### config.mk
export PLATFORM = sky130hd
export DESIGN_NAME = stopwatch_watch
export DESIGN_NICKNAME = d
export VERILOG_FILES = /design/src/hdl/clock_pkg.sv /design/src/hdl/display_format.sv /design/src/hdl/panel_control.sv /design/src/hdl/stopwatch_core.sv /design/src/hdl/stopwatch_watch.sv /design/src/hdl/tick_gen.sv /design/src/hdl/time_counter.sv /design/src/hdl/watch_core.sv
export VERILOG_INCLUDE_DIRS = /design/src /design/src/hdl
export SDC_FILE = /design/constraint.sdc
export NUM_CORES = 1
export LEC_CHECK = 0
export ABC_AREA = 0
export ABC_CLOCK_PERIOD_IN_PS = 21100
export BUFFER_PORTS_ARGS = -buffer_cell sky130_fd_sc_hd__buf_2
export CAP_MARGIN = 20
export CORE_MARGIN = 5
export CORE_UTILIZATION = 60
export CTS_CLUSTER_DIAMETER = 50
export CTS_CLUSTER_SIZE = 24
export DETAILED_ROUTE_END_ITERATION = 12
export PLACE_DENSITY = 0.89
export REMOVE_ABC_BUFFERS = 1
export SLEW_MARGIN = 5
export SYNTH_ARGS = -nofsm -noshare
export SYNTH_HDL_FRONTEND = slang
export SYNTH_SLANG_ARGS = --single-unit
### constraint.sdc
create_clock -name clk -period 21.1 [get_ports clk]
set_input_delay 6.33 -clock clk [delete_from_list [all_inputs] [get_ports clk]]
set_output_delay 6.33 -clock clk [all_outputs]
set_load 0.01 [all_outputs]
### src/hdl/clock_defs.svh
`ifndef CLOCK_DEFS_SVH
`define CLOCK_DEFS_SVH

// system clock and centisecond tick rates
`define CLK_HZ   100_000_000
`define TICK_HZ  100

// counter moduli, csec up to hour
`define CSEC_MOD 100
`define SEC_MOD  60
`define MIN_MOD  60
`define HOUR_MOD 24

// field widths
`define CSEC_W   7
`define SEC_W    6
`define MIN_W    6
`define HOUR_W   5

`endif

### src/hdl/clock_pkg.sv
`include "clock_defs.svh"

package clock_pkg;

    // raw button levels from the panel
    typedef struct packed {
        logic run_stop;
        logic clear;
        logic up;
        logic down;
    } panel_btn_t;

    // switch levels from the panel
    typedef struct packed {
        logic count_down;
        logic show_watch;
        logic show_hm;
        logic set_hour;
    } panel_sw_t;

    // control bundle, run is a level and clear/up/down are one-cycle pulses
    typedef struct packed {
        logic run;
        logic clear;
        logic up;
        logic down;
        logic count_down;
        logic set_hour;
    } panel_ctrl_t;

    typedef struct packed {
        logic [`HOUR_W-1:0] hour;
        logic [`MIN_W-1:0]  min;
        logic [`SEC_W-1:0]  sec;
        logic [`CSEC_W-1:0] csec;
    } time_t;

    // four BCD digits, leftmost first
    typedef struct packed {
        logic [3:0] left_tens;
        logic [3:0] left_ones;
        logic [3:0] right_tens;
        logic [3:0] right_ones;
    } bcd_digits_t;

endpackage

### src/hdl/display_format.sv
`timescale 1ns/1ps

module display_format (
    input  clock_pkg::panel_sw_t   i_sw,
    input  clock_pkg::time_t       i_stopwatch,
    input  clock_pkg::time_t       i_watch,
    output clock_pkg::bcd_digits_t o_digits
);

    import clock_pkg::*;

    // wide enough for the largest field, csec
    localparam int FIELD_W = 7;

    time_t              shown;
    logic [FIELD_W-1:0] left_val;
    logic [FIELD_W-1:0] right_val;
    logic [7:0]         left_bcd;
    logic [7:0]         right_bcd;

    // tens in the upper nibble, ones in the lower
    function automatic logic [7:0] bcd_split(input logic [FIELD_W-1:0] val);
        logic [FIELD_W-1:0] tens;
        logic [FIELD_W-1:0] ones;
        tens = val / FIELD_W'(10);
        ones = val % FIELD_W'(10);
        return {tens[3:0], ones[3:0]};
    endfunction

    // timekeeper select
    assign shown = i_sw.show_watch ? i_watch : i_stopwatch;

    // hh:mm or ss:cc
    always_comb begin
        if (i_sw.show_hm) begin
            left_val  = FIELD_W'(shown.hour);
            right_val = FIELD_W'(shown.min);
        end else begin
            left_val  = FIELD_W'(shown.sec);
            right_val = shown.csec;
        end
    end

    assign left_bcd  = bcd_split(left_val);
    assign right_bcd = bcd_split(right_val);

    assign o_digits = '{
        left_tens:  left_bcd[7:4],
        left_ones:  left_bcd[3:0],
        right_tens: right_bcd[7:4],
        right_ones: right_bcd[3:0]
    };

endmodule

### src/hdl/panel_control.sv
`timescale 1ns/1ps

module panel_control (
    input  logic                   clk,
    input  logic                   reset,
    input  clock_pkg::panel_btn_t  i_btn,
    input  clock_pkg::panel_sw_t   i_sw,
    output clock_pkg::panel_ctrl_t o_ctrl
);

    import clock_pkg::*;

    panel_btn_t btn_prev;
    panel_btn_t rise;
    logic       run;
    logic       clear_pls;
    logic       up_pls;
    logic       down_pls;

    // rising edge against last sampled level
    assign rise = i_btn & ~btn_prev;

    // ==================================================
    // edge pulses and run flip-flop
    // ==================================================
    always_ff @(posedge clk or posedge reset) begin
        if (reset) begin
            btn_prev  <= '0;
            run       <= 1'b0;
            clear_pls <= 1'b0;
            up_pls    <= 1'b0;
            down_pls  <= 1'b0;
        end else begin
            btn_prev  <= i_btn;
            clear_pls <= rise.clear;
            up_pls    <= rise.up;
            down_pls  <= rise.down;
            // held button toggles only once
            if (rise.run_stop) begin
                run <= ~run;
            end
        end
    end

    assign o_ctrl = '{
        run:        run,
        clear:      clear_pls,
        up:         up_pls,
        down:       down_pls,
        count_down: i_sw.count_down,
        set_hour:   i_sw.set_hour
    };

endmodule

### src/hdl/stopwatch_core.sv
`timescale 1ns/1ps
`include "clock_defs.svh"

module stopwatch_core #(
    parameter int TICK_DIVIDE = `CLK_HZ / `TICK_HZ
) (
    input  logic                   clk,
    input  logic                   reset,
    input  clock_pkg::panel_ctrl_t i_ctrl,
    output clock_pkg::time_t       o_time
);

    import clock_pkg::*;

    logic                tick;
    logic                csec_step;
    logic                sec_carry;
    logic                min_carry;
    logic [`CSEC_W-1:0]  csec_cnt;
    logic [`SEC_W-1:0]   sec_cnt;
    logic [`MIN_W-1:0]   min_cnt;
    logic [`HOUR_W-1:0]  hour_cnt;
    logic                csec_carry;

    // tick source only runs with the stopwatch
    tick_gen #(.DIVIDE(TICK_DIVIDE)) tick_gen_inst (
        .clk      (clk),
        .reset    (reset),
        .i_enable (i_ctrl.run),
        .o_tick   (tick)
    );

    assign csec_step = tick & i_ctrl.run;

    // ==================================================
    // csec -> sec -> min -> hour chain
    // ==================================================
    time_counter #(.WIDTH(`CSEC_W), .MODULUS(`CSEC_MOD)) csec_inst (
        .clk(clk), .reset(reset), .i_clear(i_ctrl.clear), .i_step(csec_step),
        .i_down(i_ctrl.count_down), .o_count(csec_cnt), .o_carry(csec_carry)
    );

    time_counter #(.WIDTH(`SEC_W), .MODULUS(`SEC_MOD)) sec_inst (
        .clk(clk), .reset(reset), .i_clear(i_ctrl.clear), .i_step(csec_carry),
        .i_down(i_ctrl.count_down), .o_count(sec_cnt), .o_carry(sec_carry)
    );

    time_counter #(.WIDTH(`MIN_W), .MODULUS(`MIN_MOD)) min_inst (
        .clk(clk), .reset(reset), .i_clear(i_ctrl.clear), .i_step(sec_carry),
        .i_down(i_ctrl.count_down), .o_count(min_cnt), .o_carry(min_carry)
    );

    // hour carry is the end of the chain
    time_counter #(.WIDTH(`HOUR_W), .MODULUS(`HOUR_MOD)) hour_inst (
        .clk(clk), .reset(reset), .i_clear(i_ctrl.clear), .i_step(min_carry),
        .i_down(i_ctrl.count_down), .o_count(hour_cnt), .o_carry()
    );

    assign o_time = '{hour: hour_cnt, min: min_cnt, sec: sec_cnt, csec: csec_cnt};

endmodule

### src/hdl/stopwatch_watch.sv
`timescale 1ns/1ps
`include "clock_defs.svh"

module stopwatch_watch #(
    parameter int TICK_DIVIDE = `CLK_HZ / `TICK_HZ
) (
    input  logic                   clk,
    input  logic                   reset,
    input  clock_pkg::panel_btn_t  i_btn,
    input  clock_pkg::panel_sw_t   i_sw,
    output clock_pkg::bcd_digits_t o_digits
);

    import clock_pkg::*;

    panel_ctrl_t ctrl;
    time_t       stopwatch_time;
    time_t       watch_time;

    // ==================================================
    // input side
    // ==================================================
    panel_control panel_control_inst (
        .clk    (clk),
        .reset  (reset),
        .i_btn  (i_btn),
        .i_sw   (i_sw),
        .o_ctrl (ctrl)
    );

    // two timekeepers share the control bundle
    stopwatch_core #(.TICK_DIVIDE(TICK_DIVIDE)) stopwatch_core_inst (
        .clk    (clk),
        .reset  (reset),
        .i_ctrl (ctrl),
        .o_time (stopwatch_time)
    );

    watch_core #(.TICK_DIVIDE(TICK_DIVIDE)) watch_core_inst (
        .clk    (clk),
        .reset  (reset),
        .i_ctrl (ctrl),
        .o_time (watch_time)
    );

    // output side
    display_format display_format_inst (
        .i_sw        (i_sw),
        .i_stopwatch (stopwatch_time),
        .i_watch     (watch_time),
        .o_digits    (o_digits)
    );

endmodule

### src/hdl/tick_gen.sv
`timescale 1ns/1ps
`include "clock_defs.svh"

module tick_gen #(
    parameter int DIVIDE = `CLK_HZ / `TICK_HZ
) (
    input  logic clk,
    input  logic reset,
    input  logic i_enable,
    output logic o_tick
);

    localparam int CNT_W = (DIVIDE > 1) ? $clog2(DIVIDE) : 1;

    logic [CNT_W-1:0] count;
    logic             last;

    // terminal count of enabled cycles
    assign last = (count == CNT_W'(DIVIDE - 1));

    always_ff @(posedge clk or posedge reset) begin
        if (reset) begin
            count  <= '0;
            o_tick <= 1'b0;
        end else begin
            o_tick <= i_enable & last;
            // count held while disabled
            if (i_enable) begin
                if (last) begin
                    count <= '0;
                end else begin
                    count <= count + 1'b1;
                end
            end
        end
    end

endmodule

### src/hdl/time_counter.sv
`timescale 1ns/1ps

module time_counter #(
    parameter int WIDTH   = 7,
    parameter int MODULUS = 100
) (
    input  logic             clk,
    input  logic             reset,
    input  logic             i_clear,
    input  logic             i_step,
    input  logic             i_down,
    output logic [WIDTH-1:0] o_count,
    output logic             o_carry
);

    logic [WIDTH-1:0] count;
    logic             at_top;
    logic             at_zero;
    logic             wrap;

    assign at_top  = (count == WIDTH'(MODULUS - 1));
    assign at_zero = (count == '0);
    assign wrap    = i_down ? at_zero : at_top;

    // carry in the same cycle as the wrapping step
    assign o_carry = i_step & ~i_clear & wrap;

    always_ff @(posedge clk or posedge reset) begin
        if (reset) begin
            count <= '0;
        end else if (i_clear) begin
            count <= '0;
        end else if (i_step) begin
            if (i_down) begin
                // down, zero wraps to the top value
                count <= at_zero ? WIDTH'(MODULUS - 1) : count - 1'b1;
            end else begin
                count <= at_top ? '0 : count + 1'b1;
            end
        end
    end

    assign o_count = count;

endmodule

### src/hdl/watch_core.sv
`timescale 1ns/1ps
`include "clock_defs.svh"

module watch_core #(
    parameter int TICK_DIVIDE = `CLK_HZ / `TICK_HZ
) (
    input  logic                   clk,
    input  logic                   reset,
    input  clock_pkg::panel_ctrl_t i_ctrl,
    output clock_pkg::time_t       o_time
);

    import clock_pkg::*;

    logic                tick;
    logic                csec_carry;
    logic                sec_carry;
    logic                min_carry;
    logic                step_pls;
    logic                min_pls;
    logic                hour_pls;
    logic                min_step;
    logic                hour_step;
    logic                min_down;
    logic                hour_down;
    logic                pls_down;
    logic [`CSEC_W-1:0]  csec_cnt;
    logic [`SEC_W-1:0]   sec_cnt;
    logic [`MIN_W-1:0]   min_cnt;
    logic [`HOUR_W-1:0]  hour_cnt;

    // always running
    tick_gen #(.DIVIDE(TICK_DIVIDE)) tick_gen_inst (
        .clk      (clk),
        .reset    (reset),
        .i_enable (1'b1),
        .o_tick   (tick)
    );

    // ==================================================
    // set steering, up wins over down
    // ==================================================
    assign step_pls = i_ctrl.up | i_ctrl.down;
    assign pls_down = ~i_ctrl.up;
    assign min_pls  = step_pls & ~i_ctrl.set_hour;
    assign hour_pls = step_pls & i_ctrl.set_hour;

    // pulse takes the place of the carry below
    assign min_step  = min_pls | sec_carry;
    assign hour_step = hour_pls | min_carry;
    assign min_down  = min_pls ? pls_down : i_ctrl.count_down;
    assign hour_down = hour_pls ? pls_down : i_ctrl.count_down;

    time_counter #(.WIDTH(`CSEC_W), .MODULUS(`CSEC_MOD)) csec_inst (
        .clk(clk), .reset(reset), .i_clear(1'b0), .i_step(tick),
        .i_down(i_ctrl.count_down), .o_count(csec_cnt), .o_carry(csec_carry)
    );

    time_counter #(.WIDTH(`SEC_W), .MODULUS(`SEC_MOD)) sec_inst (
        .clk(clk), .reset(reset), .i_clear(1'b0), .i_step(csec_carry),
        .i_down(i_ctrl.count_down), .o_count(sec_cnt), .o_carry(sec_carry)
    );

    time_counter #(.WIDTH(`MIN_W), .MODULUS(`MIN_MOD)) min_inst (
        .clk(clk), .reset(reset), .i_clear(1'b0), .i_step(min_step),
        .i_down(min_down), .o_count(min_cnt), .o_carry(min_carry)
    );

    // top stage, carry out not needed
    time_counter #(.WIDTH(`HOUR_W), .MODULUS(`HOUR_MOD)) hour_inst (
        .clk(clk), .reset(reset), .i_clear(1'b0), .i_step(hour_step),
        .i_down(hour_down), .o_count(hour_cnt), .o_carry()
    );

    assign o_time = '{hour: hour_cnt, min: min_cnt, sec: sec_cnt, csec: csec_cnt};

endmodule

## Word level (Yosys, flattened, before mapping)

Cells that the tools add are included.
W data, S select, Z words.

| storage, ports and cells | value |
|---|---|
| register bits after elaboration | 98 |
| bits in latches | 0 |
| memory bits (writable) | 0 |
| memory bits (read-only) | 0 |
| input bits | 10 |
| output and inout port bits | 16 |
| word-level logic and storage cells | 131 |
| memories kept | 0 |

| operators by class | value |
|---|---|
| add/subtract/negate cells | 18 |
| multiply operators | 0 |
| divide/modulo/power cells | 4 |
| order comparisons | 0 |
| equality and inequality tests | 10 |
| shift-type cells | 0 |
| muxes and demuxes | 45 |
| bitwise gates (word level) | 22 |
| reduce and logical (&&, ||, !) cells | 12 |

Operator list:

| kind | count |
|---|---|
| $mux W6 | 17 |
| $mux W7 | 9 |
| $add A20 B1 Y20 const B | 2 |
| $eq A20 B20 Y1 const B | 2 |
| $mux W20 | 2 |
| $mux W5 | 8 |
| $add A6 B1 Y6 const B | 4 |
| $eq A6 B6 Y1 const B | 4 |
| $logic_not A6 Y1 | 4 |
| $mux W24 | 1 |
| $sub A6 B1 Y6 const B | 4 |
| $add A7 B1 Y7 const B | 2 |
| $div A7 B4 Y7 const B | 2 |
| $eq A7 B7 Y1 const B | 2 |
| $logic_not A7 Y1 | 2 |
| $mod A7 B4 Y7 const B | 2 |
| $sub A7 B1 Y7 const B | 2 |
| $and A1 B1 Y1 | 13 |
| $add A5 B1 Y5 const B | 2 |
| $eq A5 B5 Y1 const B | 2 |
| $logic_not A5 Y1 | 2 |
| $sub A5 B1 Y5 const B | 2 |
| $mux W1 | 8 |
| $reduce_bool A2 Y1 | 4 |
| other kinds (4) | 9 |

## Depth between registers and ports, before layout

| depth | value |
|---|---|
| word-level depth | 9 |
| depth in mapped cells | 19 |
| gate-level depth less buffers | 17 |

## Hierarchy

A second synthesis with hierarchy kept.

| unflattened totals | value |
|---|---|
| cell total of the unflattened synthesis | 829 |
| area total of the unflattened synthesis | 7664.9 µm² |

Modules (own cells, without submodules):

| module | instances | cells an instance | area each (µm²) | sequential area each (µm²) |
|---|---|---|---|---|
| time_counter (stopwatch_core_inst.min_inst ...) | 4 | 64 | 553.0 | 150.1 |
| tick_gen | 2 | 101 | 1047.3 | 525.5 |
| time_counter (stopwatch_core_inst.csec_inst ...) | 2 | 76 | 623.1 | 175.2 |
| display_format | 1 | 110 | 983.4 | 0.0 |
| time_counter (stopwatch_core_inst.hour_inst ...) | 2 | 39 | 381.6 | 125.1 |
| panel_control | 1 | 20 | 297.8 | 200.2 |
| watch_core | 1 | 10 | 61.3 | 0.0 |
| stopwatch_core | 1 | 1 | 6.3 | 0.0 |

## Least setup slack after synthesis

OpenSTA, ideal clock, no wires.

| path | value |
|---|---|
| path type | input to output |
| start point | input i_sw[1] (netlist bit) |
| end point | output o_digits[9] (netlist bit) |
| data arrival time | 9904 ps |
| required time | 14770 ps |
| slack | 4866 ps |
| stages on the path | 18 |
| buffers on the path | 2 |
| cell sequence | buf_6 -> buf_2 -> mux4_2 -> ha_1 -> nor2_1 -> o21a_4 -> nor2_1 -> xnor2_1 -> ha_1 -> a21boi_0 -> nor4_4 -> nor2b_2 -> xnor2_1 -> inv_1 -> ha_1 -> inv_1 -> a21oi_1 -> o2bb2ai_1 |

RTL lines:

| item | RTL line | RTL |
|---|---|---|
| from (decl) | stopwatch_watch.sv:10 | `input clock_pkg::panel_sw_t i_sw,` |
| to (decl) | stopwatch_watch.sv:11 | `output clock_pkg::bcd_digits_t o_digits` |

==> reports/qor.csv <==
metric,value,unit
grt_pass1_wl,26.6,mm
vias_per_cell,6.28,
synth_cell_type_count,81,
synth_edf_count,0,
async_flop_share,1.00,
path_clk_slew,0.06,ns
drive_gt1_frac,0.0827,
io_pins,26,
critPathLaunchType,input port,
worst_pin_slew,0.905,ns
crit_cells,17,
wire_per_inst,15.4,µm
slew_viol_final,0,
tritoncts,yes,
top_layer,met4,
wl_met1,6.74,mm
area_delta_synth_final,5.69,%
yosysWarnings,0,
place_hpwl,10.6,mm
postCtsResizedCells,0,
fp.dieW,119,µm
slowest_delay,0.65,ns
slew_headroom,0.396,
drc,0,
vdd_drop_max,0.0000853,V
hold_buffers,0,
rows,39,
num_vias,6206,
gr-total-overflow,0,
timing.rr.start,stopwatch_core_inst.sec_inst.o_count[2],
dieHeight,119,µm
portBuffers,24,
dr_wl_met2,7.32,mm
slowest_stage,mux4_2,
cp.arrival,10.44,ns
grt_setup_unrepaired,no,
synth.top_cell.area_share,0.344,
grt_max_degree,75,
pre_cts_ws,4.35,ns
crit_buf_inv,4,
syn_inst,850,
cp_max_fo,17,
clk_path_buf_depth,2,
clk_latency,0.35,ns
synth.avg_cell_area,8.38,µm²
h-tree-depth,3,
cts_buffers,9,
crit_family,simple AND/OR/NAND/NOR gates,
tns,0,ns
met3WireLength,833,µm
ant_nets,0,
synthTopCellsByArea,"dfrtp_1, o21ai_0, ha_1",
numClockSinks,98,
endpoint_kind,primary output,
rr_endpoint,stopwatch_core_inst.hour_inst.o_count[2],
critPathLaunch,i_sw[1],
syn_area,7130,µm²
finalWorstSetupSlack,4.33,ns
crit_type,in -> out,
maxCapViolations,0,
crit_required,14.77,ns
min_path_type,reg -> reg,
dr.pass1.iters,6,
diodes,0,
leakagePower,3.16,nW
endpoint,o_digits[9],
synth_commonest_cells,"dfrtp_1, nor2_1, o21ai_0, nand2_1, a21oi_1",
reg2reg_depth,8,
synth.largest_area_cell,dfrtp_1,
finalHoldViolCount,0,
fin_nets,883,
rrSetupSlack,17.86,ns
initial_utilization,0.619,
wl,15.2,mm
gp_congestion,0.941,
synth-seq-cells,98,
min_period,16.77,ns
cts-root-buf,clkbuf_16,
power_density,70.0,nW/µm²
fp.coreArea,11500,µm²
die_area,14200,µm²
setup_viol,0,
post-cts-setup-buffers,0,
skew,0.0113,ns
synth-main-ff-cell,dfrtp_1,
path_cells,"buf_2, mux4_2, or3_4, o21a_4, nor2_1, xnor2_1, ha_1, a21boi_0, nor4_4, nor2b_2, xnor2_1, inv_1, ha_1, inv_1, a21oi_1, o2bb2ai_1, buf_2",
fin_crit_sh,0.795,
track_usage,0.222,
ys_seq_area_frac,0.344,
grt_pass1_vias,5756,
synth_most_common_cell,dfrtp_1,
fmaxAchievable,0.0596,GHz
antenna_found_initial,0,
drt-initial-drc-count,697,
outcome,finished clean,
[registers in the layout, indices dropped and copies added, names as in the netlist, 4 cells and up]
register	cells
watch_core_inst.tick_gen_inst.count	20
stopwatch_core_inst.csec_inst.o_count	7
watch_core_inst.min_inst.o_count	6
stopwatch_core_inst.tick_gen_inst.count	20
watch_core_inst.hour_inst.o_count	5
watch_core_inst.csec_inst.o_count	7
panel_control_inst.btn_prev	4
stopwatch_core_inst.min_inst.o_count	6
watch_core_inst.sec_inst.o_count	6
stopwatch_core_inst.hour_inst.o_count	5
stopwatch_core_inst.sec_inst.o_count	6
[kinds of logic after synthesis]
family | Yosys count | synth area share
and+or+nand+nor | 330 | 0.234
AOI/OAI and AO/OA | 224 | 0.197
DFF | 98 | 0.344
buffers and inverters | 88 | 0.0488
xor gates and xnor gates | 54 | 0.0664
adders and majority gates | 31 | 0.0544
muxes | 24 | 0.0548
other | 1 | 0.000526
[report_power, final]
part           leakage, nW  switching [W]  internal, W
sequential            1.29      0.0000311     0.000205
clock                0.129      0.0000719    0.0000802
combinational         1.74      0.0000772    0.0000614
total                 3.16       0.000180     0.000347
[per-layer routing]
metal | global-route usage | vias to the layer above
li1 | - | 3053
met1 | 0.292 | 2940
met2 | 0.365 | 181
met3 | 0.0507 | 32
met4 | 0.0768 | 0
met5 | 0 | -
[per-stage QoR]
stage                     std cells  total power [W]  hold WS (ns)  cell area, µm²   util
final                           989         0.000527         0.392            7530  0.654
after global routing            989         0.000561         0.402            7530  0.654
after floorplan                 803         0.000338         0.378            6930      -
after CTS                       989         0.000531         0.396            7530  0.654
after global placement          974         0.000371         0.385            7260  0.631
after detailed placement        974         0.000377         0.386            7260  0.631
[cell type report]
cell class | count | area [µm²]
clock buffer | 10 | 229
clock inverter | 5 | 38.8
fill | 906 | 3990
inverter | 41 | 156
multi-input combinational | 664 | 4330
sequential | 98 | 2450
tap | 143 | 179
timing repair buffer | 28 | 150
[cells in the final DEF, fill, tap and decap left out, types with 5 or more instances in the layout]
master,synthesis,final
xor2_1,19,19
a211oi_1,5,5
inv_1,39,38
nor3b_1,7,7
o21a_1,7,7
nor4_1,10,10
dfrtp_1,98,98
a21oi_1,48,48
mux2i_1,9,9
and2_1,6,6
nor2_1,89,89
nand3_1,35,35
ha_1,31,31
buf_2,5,24
o21ai_0,81,81
a31oi_1,11,11
nand2b_1,7,7
nand3b_1,8,8
clkbuf_16,0,9
mux4_2,10,10
nor2b_1,11,11
a22o_1,5,5
a21o_1,5,5
xnor2_1,35,35
o31ai_1,11,11
nor3_1,32,32
nand4_1,13,13
nand2_1,70,70
or3_1,9,9
and3_1,15,15
[worst min-delay path by stage]
stage                                         to  depth (start not counted)                      startpoint
finish              panel_control_inst.clear_pls                          1  panel_control_inst.btn_prev[2]
detailed placement  panel_control_inst.clear_pls                          1  panel_control_inst.btn_prev[2]
CTS                 panel_control_inst.clear_pls                          1  panel_control_inst.btn_prev[2]
floorplan           panel_control_inst.clear_pls                          1  panel_control_inst.btn_prev[2]
global placement    panel_control_inst.clear_pls                          1  panel_control_inst.btn_prev[2]
global route        panel_control_inst.clear_pls                          1  panel_control_inst.btn_prev[2]
[worst register-to-register path: stages (launching register included)]
cell and delay, ns:
dfrtp_1 0.54, or3_1 0.45, nor3b_1 0.33, nand2_1 0.15
a21oi_1 0.63, nor2b_1 0.63, nand2_1 0.17, xor2_1 0.16
nor2_1 0.05
Power figures use the tool's default switching activity.
